$ cat src/rtl/mf2_pkg.sv
package mf2_pkg;

	////////////////////
	// Bus types

	typedef logic [15:0] cpu_addr_t;
	typedef logic [7:0]  cpu_data_t;
	typedef logic [12:0] mf2_addr_t;	// 8 KB RAM

	localparam int unsigned MF2_RAM_WORDS = 8192;

	// Enable port, bit 1 of the address turns it into disable
	localparam cpu_addr_t MF2_CTRL_PORT_BASE = 16'hFEE8;

	localparam cpu_addr_t  MF2_NMI_VECTOR  = 16'h0066;
	localparam cpu_addr_t  MF2_HIDE_VECTOR = 16'h0065;
	localparam logic [2:0] MF2_ROM_WINDOW  = 3'd0;	// 0x0000-0x1FFF
	localparam logic [2:0] MF2_RAM_WINDOW  = 3'd1;	// 0x2000-0x3FFF

	////////////////////
	// Shadow locations in Multiface RAM

	localparam mf2_addr_t SHADOW_PEN_INDEX = 13'h1FCF;
	localparam mf2_addr_t SHADOW_BORDER    = 13'h1FDF;
	localparam mf2_addr_t SHADOW_PEN_BASE  = 13'h1F90;	// 16 pens
	localparam mf2_addr_t SHADOW_MODE      = 13'h1FEF;
	localparam mf2_addr_t SHADOW_BANKING   = 13'h1FFF;
	localparam mf2_addr_t SHADOW_CRTC_SEL  = 13'h1CFF;
	localparam mf2_addr_t SHADOW_CRTC_BASE = 13'h1DB0;	// 16 registers
	localparam mf2_addr_t SHADOW_PPI       = 13'h17FF;
	localparam mf2_addr_t SHADOW_UPPER_ROM = 13'h1AAC;

	// Snooped I/O ports, high address byte
	localparam logic [7:0] PORT_GA        = 8'h7F;
	localparam logic [7:0] PORT_CRTC_SEL  = 8'hBC;
	localparam logic [7:0] PORT_CRTC_DATA = 8'hBD;
	localparam logic [7:0] PORT_PPI       = 8'hF7;
	localparam logic [7:0] PORT_ROM_SEL   = 8'hDF;

	typedef enum logic [1:0] {
		MF2_ENABLED      = 2'd0,
		MF2_HIDDEN       = 2'd1,
		MF2_DISABLED     = 2'd2,
		MF2_DISABLED_ALT = 2'd3
	} mf2_mode_e;

endpackage

$ cat src/rtl/mf2_store_if.sv
`timescale 1ns/1ps

interface mf2_store_if;
	import mf2_pkg::*;

	logic      ctrl_wr;	// Write to 0xFEE8/0xFEEA
	logic      ctrl_disable;
	logic      store_wr;	// Snooped register write
	mf2_addr_t store_addr;
	cpu_data_t store_data;

	modport source (
		output ctrl_wr,
		output ctrl_disable,
		output store_wr,
		output store_addr,
		output store_data
	);

	modport sink (
		input ctrl_wr,
		input ctrl_disable,
		input store_wr,
		input store_addr,
		input store_data
	);

endinterface

$ cat src/rtl/mf2_control.sv
`timescale 1ns/1ps

module mf2_control (
	input  logic               clk_sys,
	input  logic               reset,
	input  mf2_pkg::mf2_mode_e mf2_mode,
	input  logic               key_nmi,
	input  logic               m1,
	input  mf2_pkg::cpu_addr_t cpu_addr,
	mf2_store_if.sink          store,
	output logic               nmi,
	output logic               rom_sel,
	output logic               ram_sel
);
	import mf2_pkg::*;

	logic en;	// Multiface paged in
	logic hidden;	// Control port can no longer page it in
	logic key_q;
	logic key_qq;
	logic m1_q;
	logic m1_qq;
	logic nmi_vec_q;
	logic hide_vec_q;
	logic key_rise;
	logic m1_rise;
	logic mode_disabled;

	assign key_rise = key_q & ~key_qq;
	assign m1_rise  = m1_q & ~m1_qq;

	assign mode_disabled = (mf2_mode == MF2_DISABLED) || (mf2_mode == MF2_DISABLED_ALT);

	////////////////////
	// NMI and paging state

	always_ff @(posedge clk_sys) begin
		if (reset) begin
			key_q      <= 1'b0;
			key_qq     <= 1'b0;
			m1_q       <= 1'b0;
			m1_qq      <= 1'b0;
			nmi_vec_q  <= 1'b0;
			hide_vec_q <= 1'b0;
			en         <= 1'b0;
			nmi        <= 1'b0;
			hidden     <= (mf2_mode != MF2_ENABLED);
		end else begin
			key_q      <= key_nmi;
			key_qq     <= key_q;
			m1_q       <= m1;
			m1_qq      <= m1_q;
			// Trap address sampled alongside M1
			nmi_vec_q  <= (cpu_addr == MF2_NMI_VECTOR);
			hide_vec_q <= (cpu_addr == MF2_HIDE_VECTOR);

			if (key_rise && !en && !mode_disabled)
				nmi <= 1'b1;

			// Fetch of the NMI vector pages the Multiface in
			if (m1_rise && nmi_vec_q && nmi) begin
				en     <= 1'b1;
				hidden <= 1'b0;
				nmi    <= 1'b0;
			end

			if (m1_rise && hide_vec_q && en)
				hidden <= 1'b1;

			// Port write last, so it wins over an M1 trap
			if (store.ctrl_wr)
				en <= ~store.ctrl_disable & ~hidden;
		end
	end

	////////////////////
	// Window selects

	assign rom_sel = en && (cpu_addr[15:13] == MF2_ROM_WINDOW);
	assign ram_sel = en && (cpu_addr[15:13] == MF2_RAM_WINDOW);

endmodule

$ cat src/flat_wrapper.sv
// flat-port wrapper written by rule: the top's interface ports become plain ports
module mf2_control_flat import mf2_pkg::*;
  (clk_sys, reset, mf2_mode, key_nmi, m1, cpu_addr, nmi, rom_sel, ram_sel, store_ctrl_wr, store_ctrl_disable, store_store_wr, store_store_addr, store_store_data);
  mf2_store_if store_i ();
  input  logic clk_sys;
  input  logic reset;
  input  mf2_pkg::mf2_mode_e mf2_mode;
  input  logic key_nmi;
  input  logic m1;
  input  mf2_pkg::cpu_addr_t cpu_addr;
  output logic nmi;
  output logic rom_sel;
  output logic ram_sel;
  input wire logic [$bits(store_i.ctrl_wr)-1:0] store_ctrl_wr;
  input wire logic [$bits(store_i.ctrl_disable)-1:0] store_ctrl_disable;
  input wire logic [$bits(store_i.store_wr)-1:0] store_store_wr;
  input wire logic [$bits(store_i.store_addr)-1:0] store_store_addr;
  input wire logic [$bits(store_i.store_data)-1:0] store_store_data;
  assign store_i.ctrl_wr = store_ctrl_wr;
  assign store_i.ctrl_disable = store_ctrl_disable;
  assign store_i.store_wr = store_store_wr;
  assign store_i.store_addr = store_store_addr;
  assign store_i.store_data = store_store_data;
  mf2_control u_core (.clk_sys(clk_sys), .reset(reset), .mf2_mode(mf2_mode), .key_nmi(key_nmi), .m1(m1), .cpu_addr(cpu_addr), .store(store_i), .nmi(nmi), .rom_sel(rom_sel), .ram_sel(ram_sel));
endmodule
$ cat config.mk
export PLATFORM = sky130hd
export DESIGN_NAME = mf2_control_flat
export DESIGN_NICKNAME = d
export VERILOG_FILES = /design/src/rtl/mf2_pkg.sv /design/src/rtl/mf2_store_if.sv /design/src/rtl/mf2_control.sv /design/src/flat_wrapper.sv
export SDC_FILE = /design/constraint.sdc
export NUM_CORES = 1
export LEC_CHECK = 0
export BUFFER_PORTS_ARGS = -buffer_cell sky130_fd_sc_hd__buf_4
export CORE_MARGIN = 2
export CORE_UTILIZATION = 31
export CTS_CLUSTER_DIAMETER = 80
export DETAILED_ROUTE_END_ITERATION = 8
export GPL_TIMING_DRIVEN = 0
export PLACE_DENSITY = 0.84
export SYNTH_ARGS = -nofsm -noshare
export SYNTH_HDL_FRONTEND = slang
export SYNTH_SLANG_ARGS = --single-unit
export TNS_END_PERCENT = 100
$ cat constraint.sdc
create_clock -name clk_sys -period 1 [get_ports clk_sys]
set_input_delay 0 -clock clk_sys [delete_from_list [all_inputs] [get_ports clk_sys]]
set_output_delay 0 -clock clk_sys [all_outputs]
set_load 0.05 [all_outputs]
==> impl_metrics.tcl <==
set metrics [dict create \
    via_per_inst 4.89 \
    clk_pin_slew_ps 60 \
    grt_overflow_total 0 \
    leakage_nw 0.335 \
    critPathRequiredTime_ps 1000 \
    synth_top_family_by_area "simple AND/OR/NAND/NOR gates" \
    area_delta_synth_final_pct 79.2 \
    crit_path_max_incr_delay_ps 370 \
    worst_pin_slew_ps 265 \
    crit_slowest_cell "dfxtp_4" \
    cts_buffers 3 \
    clockBufferDepth 2 \
    crit_family "flip-flops" \
    syn_nets 81 \
    grt_start_max_net_pins 9 \
    rows 13 \
    antenna_cells 0 \
    post-route-period-util_pct 103 \
    rr_worst_depth 2 \
    core_area_sq_mm 0.00130 \
    ys_types 20 \
    wl_per_cell_um 12.7 \
    fp.dieW_um 41.1 \
    synth-xor-area-share_pct 0 \
    holdWs_ps 14.5 \
    drt_iter0_drc 7 \
    rsz0062_at_grt "true" \
    path_cells "nor4b_4, buf_6" \
    setup_viol 3 \
    ys_ff_latch 9 \
    cellPowerDensity_mw_per_mm2 1090 \
    failed_checks "setup timing" \
    ioPinCount 49 \
    muxShareOfSynthArea_pct 0 \
    cts_tree "built" \
    cp-end-kind "output pin" \
    worstPathMaxFanout 5 \
    dr.pass1.iters 2 \
    synthAdderAreaFrac_pct 0 \
    r2r_setup_slack_ps -10 \
    synth_compound_area_share_pct 6.16 \
    finalHoldViolations 0 \
    tns_ps -76.2 \
    yosysTopAreaCell "dfxtp_1" \
    dr_total_vias 416 \
    hold_path_class "in -> reg" \
    setup_ws_ps -34.6 \
    clock_skew_ps 3.74 \
    fmax_mhz 967 \
    syn_avg_cell_area_sq_um 12.2 \
    die_h_um 41.1 \
    synth_top_area_share_pct 37.5 \
    nets 117 \
    htree_num_levels 1 \
    fin_crit_ps 1030 \
    status "complete, but fails checks" \
    first_global_vias 450 \
    crit_cells 2 \
    maxCapViolCount 0 \
    maxSlewViolCount 0 \
    syn_area_sq_um 427 \
    antenna_found_initial 0 \
    critPathArrivalTime_ps 1030 \
    dpl.hpwl_um 847 \
    cts_root_buf "clkbuf_4" \
    worst_skew_pair.late_latency_ps 260 \
    peakVddDrop_mv 0.805 \
    drive_above_1_share_pct 61.4 \
    grt_pass1_wl_um 1770 \
    antenna_left 0 \
    synth_area_leaders "dfxtp_1 (38%), and2b_2 (8.2%), edfxtp_1 (7.0%)" \
    relSlewSlack_pct 82.1 \
    min_path_cells 4 \
    yosysWarningCount 0 \
    yosysSeqAreaShare_pct 44.6 \
    dieArea_sq_mm 0.00169 \
    io_buffers 25 \
    wirelength_um 1080 \
    synth_cells 35 \
    startpoint_type "register" \
    synthSimpleGateAreaFrac_pct 45.7 \
    critPathBufInv 1 \
    track_usage_pct 17.3 \
    place.gp.congestion 0.711 \
    drc_errors 0 \
    path_class "reg -> out" \
    cts.sinks 9 \
    start_util_pct 32.8 \
    final_core_util_pct 58.8 \
]
==> what timing repair did <==
| action | 4_1_cts | 5_1_grt |
|---|---|---|
| hold endpoints to repair | 6 | 0 |
| hold buffers | 6 | 0 |
| endpoints found under the setup margin | 2 | 6 |
| gates resized for setup | 4 | 0 |
| pin swaps | 1 | 0 |
| setup buffers | 0 | 0 |
==> synthesized netlist by cell type <==
library cell / n
o21ai_0: 1
nor4b_1: 2
nand2b_1: 1
and2b_2: 4
nand4_2: 1
dfxtp_1: 8
nor3_1: 2
and4b_1: 1
nor4bb_1: 1
a41oi_1: 1
nor4_4: 1
nor4b_4: 1
inv_1: 1
buf_6: 1
a21oi_1: 1
edfxtp_1: 1
o31ai_1: 1
and4bb_2: 1
nor3b_2: 2
nor2_1: 3
==> kinds of logic (layout without fill, tap and decap cells) <==
logic type | after synthesis | count (layout)
AOI/OAI and AO/OA | 4 | 4
buffers and inverters | 2 | 37
DFF | 9 | 9
and+or+nand+nor | 20 | 20
==> layer usage <==
layer | GRT usage, % | up-vias | wire length [um]
li1 | - | 203 | -
met1 | 15.4 | 191 | 359
met2 | 32.8 | 18 | 611
met3 | 4.89 | 4 | 71
met4 | 12.1 | 0 | 34
met5 | 0 | - | 0
==> area by class of cell <==
class	instances	area, sq um
fillers	116	537
inverters	1	3.75
clock buffers	4	26.3
multi-input cells	24	251
well taps	15	18.8
repair buffers	31	255
plain buffers	1	11.3
flip-flops and latches	9	198
==> sequential cells by signal, summed over array words and instances (netlist names) <==
register / flops
u_core.nmi: 1
u_core.hide_vec_q: 1
u_core.key_q: 1
u_core.nmi_vec_q: 1
u_core.m1_qq: 1
u_core.hidden: 1
u_core.en: 1
u_core.key_qq: 1
u_core.m1_q: 1
==> final timing paths <==
path	from	to
max	u_core.en	rom_sel
min reg2reg	u_core.key_q	u_core.key_qq
min	store_ctrl_disable	u_core.en
max reg2reg	u_core.m1_q	u_core.hidden
==> cell usage in the layout, fill, tap and decap left out <==
master,count
inv_1,1
a41oi_1,1
and4bb_2,1
dfxtp_1,6
and2b_2,4
nor3b_2,2
nor4_4,1
buf_6,3
o21ai_0,1
nor4bb_4,1
nand2b_1,1
dfxtp_4,2
nor4b_1,1
nor2_1,3
nor4b_4,2
clkbuf_1,1
dlygate4sd3_1,6
and4b_1,1
edfxtp_1,1
nand4_2,1
buf_4,23
o31ai_1,1
nor3_1,2
a21oi_1,1
clkbuf_4,3
==> tightest hold or removal path, stage by stage <==
cell	delay (ps)
buf_4	80
o21ai_0	60
o31ai_1	60
nor2_1	40
==> power by group <==
group | internal (mW) | leakage [nW] | switching (mW)
Sequential | 0.380 | 0.0768 | 0.0105
Clock | 0.153 | 0.0150 | 0.117
Combinational | 0.110 | 0.243 | 0.0627
==> metrics by stage <==
| step | cell area [sq um] | power (mW) | setup WS [ps] | cells |
|---|---|---|---|---|
| after floorplan | 460 | 0.454 | -58.1 | 35 |
| after global placement | 667 | 0.545 | 15.5 | 75 |
| after CTS | 764 | 0.854 | -58.4 | 85 |
| final | 764 | 0.833 | -34.6 | 85 |
| after detailed placement | 667 | 0.552 | 0.905 | 75 |
| after global routing | 764 | 0.879 | -95.6 | 85 |
No activity file was read; power rests on OpenSTA's default activity.
