### src/rtl/mf2_pkg.sv
package mf2_pkg;

	////////////////////
	// Bus types

	typedef logic [15:0] cpu_addr_t;
	typedef logic [7:0]  cpu_data_t;
	typedef logic [12:0] mf2_addr_t;	// 8 KB RAM

	localparam int unsigned MF2_RAM_WORDS = 8192;

	// Enable port, bit 1 of the address turns it into disable
	localparam cpu_addr_t MF2_CTRL_PORT_BASE = 16'hFEE8;

	localparam cpu_addr_t  MF2_NMI_VECTOR  = 16'h0066;
	localparam cpu_addr_t  MF2_HIDE_VECTOR = 16'h0065;
	localparam logic [2:0] MF2_ROM_WINDOW  = 3'd0;	// 0x0000-0x1FFF
	localparam logic [2:0] MF2_RAM_WINDOW  = 3'd1;	// 0x2000-0x3FFF

	////////////////////
	// Shadow locations in Multiface RAM

	localparam mf2_addr_t SHADOW_PEN_INDEX = 13'h1FCF;
	localparam mf2_addr_t SHADOW_BORDER    = 13'h1FDF;
	localparam mf2_addr_t SHADOW_PEN_BASE  = 13'h1F90;	// 16 pens
	localparam mf2_addr_t SHADOW_MODE      = 13'h1FEF;
	localparam mf2_addr_t SHADOW_BANKING   = 13'h1FFF;
	localparam mf2_addr_t SHADOW_CRTC_SEL  = 13'h1CFF;
	localparam mf2_addr_t SHADOW_CRTC_BASE = 13'h1DB0;	// 16 registers
	localparam mf2_addr_t SHADOW_PPI       = 13'h17FF;
	localparam mf2_addr_t SHADOW_UPPER_ROM = 13'h1AAC;

	// Snooped I/O ports, high address byte
	localparam logic [7:0] PORT_GA        = 8'h7F;
	localparam logic [7:0] PORT_CRTC_SEL  = 8'hBC;
	localparam logic [7:0] PORT_CRTC_DATA = 8'hBD;
	localparam logic [7:0] PORT_PPI       = 8'hF7;
	localparam logic [7:0] PORT_ROM_SEL   = 8'hDF;

	typedef enum logic [1:0] {
		MF2_ENABLED      = 2'd0,
		MF2_HIDDEN       = 2'd1,
		MF2_DISABLED     = 2'd2,
		MF2_DISABLED_ALT = 2'd3
	} mf2_mode_e;

endpackage

### src/rtl/mf2_store_if.sv
`timescale 1ns/1ps

interface mf2_store_if;
	import mf2_pkg::*;

	logic      ctrl_wr;	// Write to 0xFEE8/0xFEEA
	logic      ctrl_disable;
	logic      store_wr;	// Snooped register write
	mf2_addr_t store_addr;
	cpu_data_t store_data;

	modport source (
		output ctrl_wr,
		output ctrl_disable,
		output store_wr,
		output store_addr,
		output store_data
	);

	modport sink (
		input ctrl_wr,
		input ctrl_disable,
		input store_wr,
		input store_addr,
		input store_data
	);

endinterface

### src/rtl/mf2_io_snoop.sv
`timescale 1ns/1ps

module mf2_io_snoop (
	input  logic               clk_sys,
	input  logic               reset,
	input  mf2_pkg::cpu_addr_t cpu_addr,
	input  mf2_pkg::cpu_data_t cpu_dout,
	input  logic               io_wr,
	mf2_store_if.source        store
);
	import mf2_pkg::*;

	logic       io_wr_q;
	logic       wr_edge;
	logic       ctrl_hit;
	logic       store_hit;
	mf2_addr_t  store_loc;
	logic [7:0] port_hi;
	logic [4:0] pen_index;	// Last pen selected on the gate array
	logic [3:0] crtc_reg;	// Last CRTC register number

	assign port_hi = cpu_addr[15:8];
	assign wr_edge = io_wr & ~io_wr_q;

	// 0xFEE8 and 0xFEEA share one decode
	assign ctrl_hit = (cpu_addr[15:2] == MF2_CTRL_PORT_BASE[15:2]);

	////////////////////
	// Shadow address decode

	always_comb begin
		store_hit = 1'b1;
		store_loc = '0;
		case (port_hi)
			PORT_GA: begin
				// Gate array function in data bits 7:6
				case (cpu_dout[7:6])
					2'b00: store_loc = SHADOW_PEN_INDEX;
					2'b01: begin
						if (pen_index[4])
							store_loc = SHADOW_BORDER;
						else
							store_loc = SHADOW_PEN_BASE + mf2_addr_t'(pen_index[3:0]);
					end
					2'b10: store_loc = SHADOW_MODE;	// Screen mode and ROM enables
					default: store_loc = SHADOW_BANKING;
				endcase
			end
			PORT_CRTC_SEL: store_loc = SHADOW_CRTC_SEL;
			PORT_CRTC_DATA: store_loc = SHADOW_CRTC_BASE + mf2_addr_t'(crtc_reg);
			PORT_PPI: store_loc = SHADOW_PPI;
			PORT_ROM_SEL: store_loc = SHADOW_UPPER_ROM;
			default: store_hit = 1'b0;	// Not a tracked port
		endcase
	end

	////////////////////
	// Edge detect and event strobes

	always_ff @(posedge clk_sys) begin
		if (reset) begin
			io_wr_q        <= 1'b0;
			store.ctrl_wr  <= 1'b0;
			store.store_wr <= 1'b0;
			pen_index      <= '0;
			crtc_reg       <= '0;
		end else begin
			io_wr_q        <= io_wr;
			store.ctrl_wr  <= wr_edge & ctrl_hit;
			// Control port has priority over a store
			store.store_wr <= wr_edge & ~ctrl_hit & store_hit;

			if (wr_edge && !ctrl_hit) begin
				if (port_hi == PORT_GA && cpu_dout[7:6] == 2'b00)
					pen_index <= cpu_dout[4:0];
				if (port_hi == PORT_CRTC_SEL)
					crtc_reg <= cpu_dout[3:0];
			end
		end
	end

	// Event payload, valid alongside the strobes
	always_ff @(posedge clk_sys) begin
		if (wr_edge) begin
			store.ctrl_disable <= cpu_addr[1];	// 0xFEEA
			store.store_addr   <= store_loc;
			store.store_data   <= cpu_dout;
		end
	end

endmodule

### src/flat_wrapper.sv
// flat-port wrapper written by rule: the top's interface ports become plain ports
module mf2_io_snoop_flat import mf2_pkg::*;
  (clk_sys, reset, cpu_addr, cpu_dout, io_wr, store_ctrl_wr, store_ctrl_disable, store_store_wr, store_store_addr, store_store_data);
  mf2_store_if store_i ();
  input  logic clk_sys;
  input  logic reset;
  input  mf2_pkg::cpu_addr_t cpu_addr;
  input  mf2_pkg::cpu_data_t cpu_dout;
  input  logic io_wr;
  output wire logic [$bits(store_i.ctrl_wr)-1:0] store_ctrl_wr;
  output wire logic [$bits(store_i.ctrl_disable)-1:0] store_ctrl_disable;
  output wire logic [$bits(store_i.store_wr)-1:0] store_store_wr;
  output wire logic [$bits(store_i.store_addr)-1:0] store_store_addr;
  output wire logic [$bits(store_i.store_data)-1:0] store_store_data;
  assign store_ctrl_wr = store_i.ctrl_wr;
  assign store_ctrl_disable = store_i.ctrl_disable;
  assign store_store_wr = store_i.store_wr;
  assign store_store_addr = store_i.store_addr;
  assign store_store_data = store_i.store_data;
  mf2_io_snoop u_core (.clk_sys(clk_sys), .reset(reset), .cpu_addr(cpu_addr), .cpu_dout(cpu_dout), .io_wr(io_wr), .store(store_i));
endmodule
### config.mk
export PLATFORM = sky130hd
export DESIGN_NAME = mf2_io_snoop_flat
export DESIGN_NICKNAME = d
export VERILOG_FILES = /design/src/rtl/mf2_pkg.sv /design/src/rtl/mf2_store_if.sv /design/src/rtl/mf2_io_snoop.sv /design/src/flat_wrapper.sv
export SDC_FILE = /design/constraint.sdc
export NUM_CORES = 1
export LEC_CHECK = 0
export BUFFER_PORTS_ARGS = -buffer_cell sky130_fd_sc_hd__buf_4
export CAP_MARGIN = 20
export CORE_MARGIN = 10
export CORE_UTILIZATION = 45
export DETAILED_ROUTE_END_ITERATION = 12
export PLACE_DENSITY = 0.71
export SETUP_SLACK_MARGIN = 0.1
export SLEW_MARGIN = 30
export SYNTH_ARGS = -nofsm -noshare
export SYNTH_HDL_FRONTEND = slang
export SYNTH_SLANG_ARGS = --single-unit
### constraint.sdc
create_clock -name clk_sys -period 2.38 [get_ports clk_sys]
set_input_delay 0.476 -clock clk_sys [delete_from_list [all_inputs] [get_ports clk_sys]]
set_output_delay 0.476 -clock clk_sys [all_outputs]
set_load 0.005 [all_outputs]
==> flow_summary.yaml <==
setup_path:
  worst_setup_path_end_kind: "register"
  critPathLaunchType: "register"
  ws_path_type: "register to register"
  cp_data_required_time_ns: 2.47
  timing.critical_path.arrival_ns: 1.59
  timing.critical_path.fanout_max: 3
floorplan:
  fp.dieH_microns: 77.0
  boundaryPins: 51
  die-area_sq_um: 5930
  initial_core_util_pct: 47.5
  die_width_microns: 77.0
  std_cell_rows: 20
  core_area_sq_um: 3080
global_routing:
  grt_antenna_before_repair: 0
  globalRoute.totalOverflow: 0
  grt_max_degree: 18
  global_route.usage.total_pct: 11.7
  first_global_vias: 1156
  grt_first_pass_wirelength_microns: 5510
finish:
  synthToLayoutAreaGrowth_pct: 30.1
  nFillCells: 265
  largest_register_ff_count: 12
  fin_cells: 219
  final_design_area_no_fill_sq_um: 1900
  seq_area_sq_um: 871
  post_route_cells_drive_above_1_share_pct: 34.9
  regMostFlops: "u_core.store.store_addr"
  antenna_cells: 0
  multi_input_combinational_cell_area_sq_um: 541
  final_net_count: 202
  layout_top_registers: "u_core.store.store_addr (12), u_core.store.store_data (8), u_core.pen_index (5)"
yosys:
  netlist_instances: 125
  synth_fp_nets: 152
  seq_area_frac_synth_pct: 59.5
  syn-cell-area_sq_um: 1460
  synth.ff_latch_count: 33
  count_of_warnings_emitted_by_yosys: 0
  synth_cell_type_count: 33
  syn_avg_cell_area_sq_um: 11.7
power_and_ir_drop:
  ir_worst_vdd_mv: 0.304
  static-leakage-power_nw: 0.808
  cellPowerDensity_nw_per_um2: 543
drt:
  wirelength_microns: 3400
  routed-via-count: 1143
  antenna_left: 0
  drcViolationCount: 0
  route.detailed.vias_per_inst: 5.22
  first_pass_iters: 4
  iter_0_drt_violations: 127
  detail_route.wl_per_cell_microns: 15.5
clock_network:
  cts.clk_slew.worst_paths_ns: 0.10
  clk_root_buffer_cell: "sky130_fd_sc_hd__clkbuf_4"
  cts.htree.levels: 2
  cts_post_setup_buffers_inserted: 0
  worst_skew_pair.late_latency_ns: 0.34
  ctsHoldBuffers: 0
  tritoncts: "done"
  post_cts_resized: 0
  cts.sinks: 33
  num_cts_buffers: 5
  clockBufferDepth: 2
sta:
  final-setup-viol-count: 0
  setup_repair_after_global_routing_missed_its_margin: "no"
  final.setup.tns_ns: 0
  finalClockSkew_ns: 0.0114
  finalWorstPathRequiredPeriod_ns: 1.51
  fmax_mhz: 664
  timing.final.max_slew_violations: 0
  fin_crit_sh_pct: 63.3
  relSlewSlack_pct: 59.4
  hold_viol: 0
  worst_pin_slew_ns: 0.605
placed_design:
  detailed_place_hpwl_microns: 2660
  place_congestion: 0.790
  instance_area_after_placement_sq_um: 1860
  placedCellCount: 212
  buffer_ports.inserted: 49
run:
  maxCapViolCount: 0
worst_hold_path:
  min-delay-path-class: "input pin to register"
run_status:
  outcome: "complete, no violations"
cells in the mapped netlist (all sizes together):
library cell / number / area share (%)
clkbuf: 2 / 0.60
and2: 1 / 0.43
o21ai: 5 / 1.7
buf: 5 / 2.1
a31oi: 2 / 0.86
nor4b: 2 / 2.2
nand3: 2 / 0.68
and3: 1 / 0.43
nand4: 5 / 2.6
xor2: 1 / 0.60
nand4b: 1 / 1.6
or3: 2 / 0.86
nand2: 8 / 2.1
o21bai: 1 / 0.51
edfxtp: 21 / 43
dfxtp: 12 / 16
nor4: 2 / 0.86
nor3: 2 / 0.68
mux2i: 9 / 6.2
a311oi: 2 / 1.2
inv: 4 / 1.0
a21oi: 8 / 2.7
and4bb: 1 / 1.1
nor2b: 3 / 1.3
nand2b: 4 / 1.7
nor3b: 1 / 0.51
and4: 2 / 1.2
nor2: 14 / 3.6
a211o: 2 / 1.2
power breakdown:
group / total (mW) / internal [mW] / switching [mW] / leakage [nW]
logic: 0.118 / 0.0601 / 0.0575 / 0.473
registers: 0.632 / 0.627 / 0.00541 / 0.307
clock network: 0.284 / 0.108 / 0.176 / 0.0281
total: 1.03 / 0.795 / 0.239 / 0.808
logic make-up after synthesis:
| kind of cell | Yosys count | synth area share (%) |
|---|---|---|
| AO/OA/AOI/OAI | 20 | 8.21 |
| XOR/XNOR | 1 | 0.599 |
| buffers and inverters | 11 | 3.68 |
| flip-flops | 33 | 59.5 |
| multiplexers | 9 | 6.16 |
| AND/OR/NAND/NOR | 51 | 21.8 |
area by class of cell:
class                      instances  area share [%]
tap                               44            2.89
sequential                        33            45.8
inverter                           4           0.789
multi-input combinational         81            28.4
clock buffer                       6            2.17
clock inverter                     1           0.263
timing repair buffer              50            19.7
critical path, cell delays in order, from the launching register on:
cell and delay, ns:
sky130_fd_sc_hd__dfxtp_1 0.32, sky130_fd_sc_hd__nor3b_1 0.36, sky130_fd_sc_hd__o21ai_0 0.12, sky130_fd_sc_hd__and3_1 0.22, sky130_fd_sc_hd__a211o_1 0.24
placed cells by master (no fill, tap or decap), types with 3 or more instances in the layout:
cell / n
sky130_fd_sc_hd__nand2b_1: 4
sky130_fd_sc_hd__o21ai_0: 5
sky130_fd_sc_hd__nor2b_1: 3
sky130_fd_sc_hd__dfxtp_1: 12
sky130_fd_sc_hd__nand4_1: 4
sky130_fd_sc_hd__nor2_1: 13
sky130_fd_sc_hd__buf_4: 50
sky130_fd_sc_hd__inv_1: 4
sky130_fd_sc_hd__nand2_1: 8
sky130_fd_sc_hd__mux2i_1: 9
sky130_fd_sc_hd__edfxtp_1: 21
sky130_fd_sc_hd__a21oi_1: 8
sky130_fd_sc_hd__clkbuf_4: 5
path summary, 6_finish.rpt:
check | from | end | slack, ns | depth (start not counted)
worst min-delay path | cpu_dout[5] | u_core.store.store_data[5]$_DFFE_PP_ | 0.30 | 1
worst max register to register | u_core.pen_index[4]$_SDFFE_PP0P_ | u_core.store.store_addr[1]$_DFFE_PP_ | 0.87 | 4
worst min register to register | u_core.crtc_reg[0]$_SDFFE_PP0P_ | u_core.crtc_reg[0]$_SDFFE_PP0P_ | 0.50 | 2
worst max-delay path | u_core.pen_index[4]$_SDFFE_PP0P_ | u_core.store.store_addr[1]$_DFFE_PP_ | 0.87 | 4
metal layers:
metal	track usage (%)	wire length, microns	share of wire, %
met1	12.2	1300	38
met2	20.7	1840	54
met3	3.26	182	5.4
met4	6.02	70	2.1
met5	0	0	0
per-stage QoR:
| stage | hold WS (ns) | setup WS, ns | util [%] | power [mW] |
|---|---|---|---|---|
| 2_1_floorplan | 0.454 | 0.507 | - | 0.692 |
| 3_3_place_gp | 0.474 | 0.615 | 60.3 | 0.762 |
| 3_5_place_dp | 0.484 | 0.561 | 60.3 | 0.765 |
| 4_1_cts | 0.299 | 0.856 | 61.8 | 1.04 |
| 5_1_grt | 0.281 | 0.733 | 61.8 | 1.09 |
| 6_report | 0.304 | 0.874 | 61.8 | 1.03 |
Power figures use the tool's default switching activity.
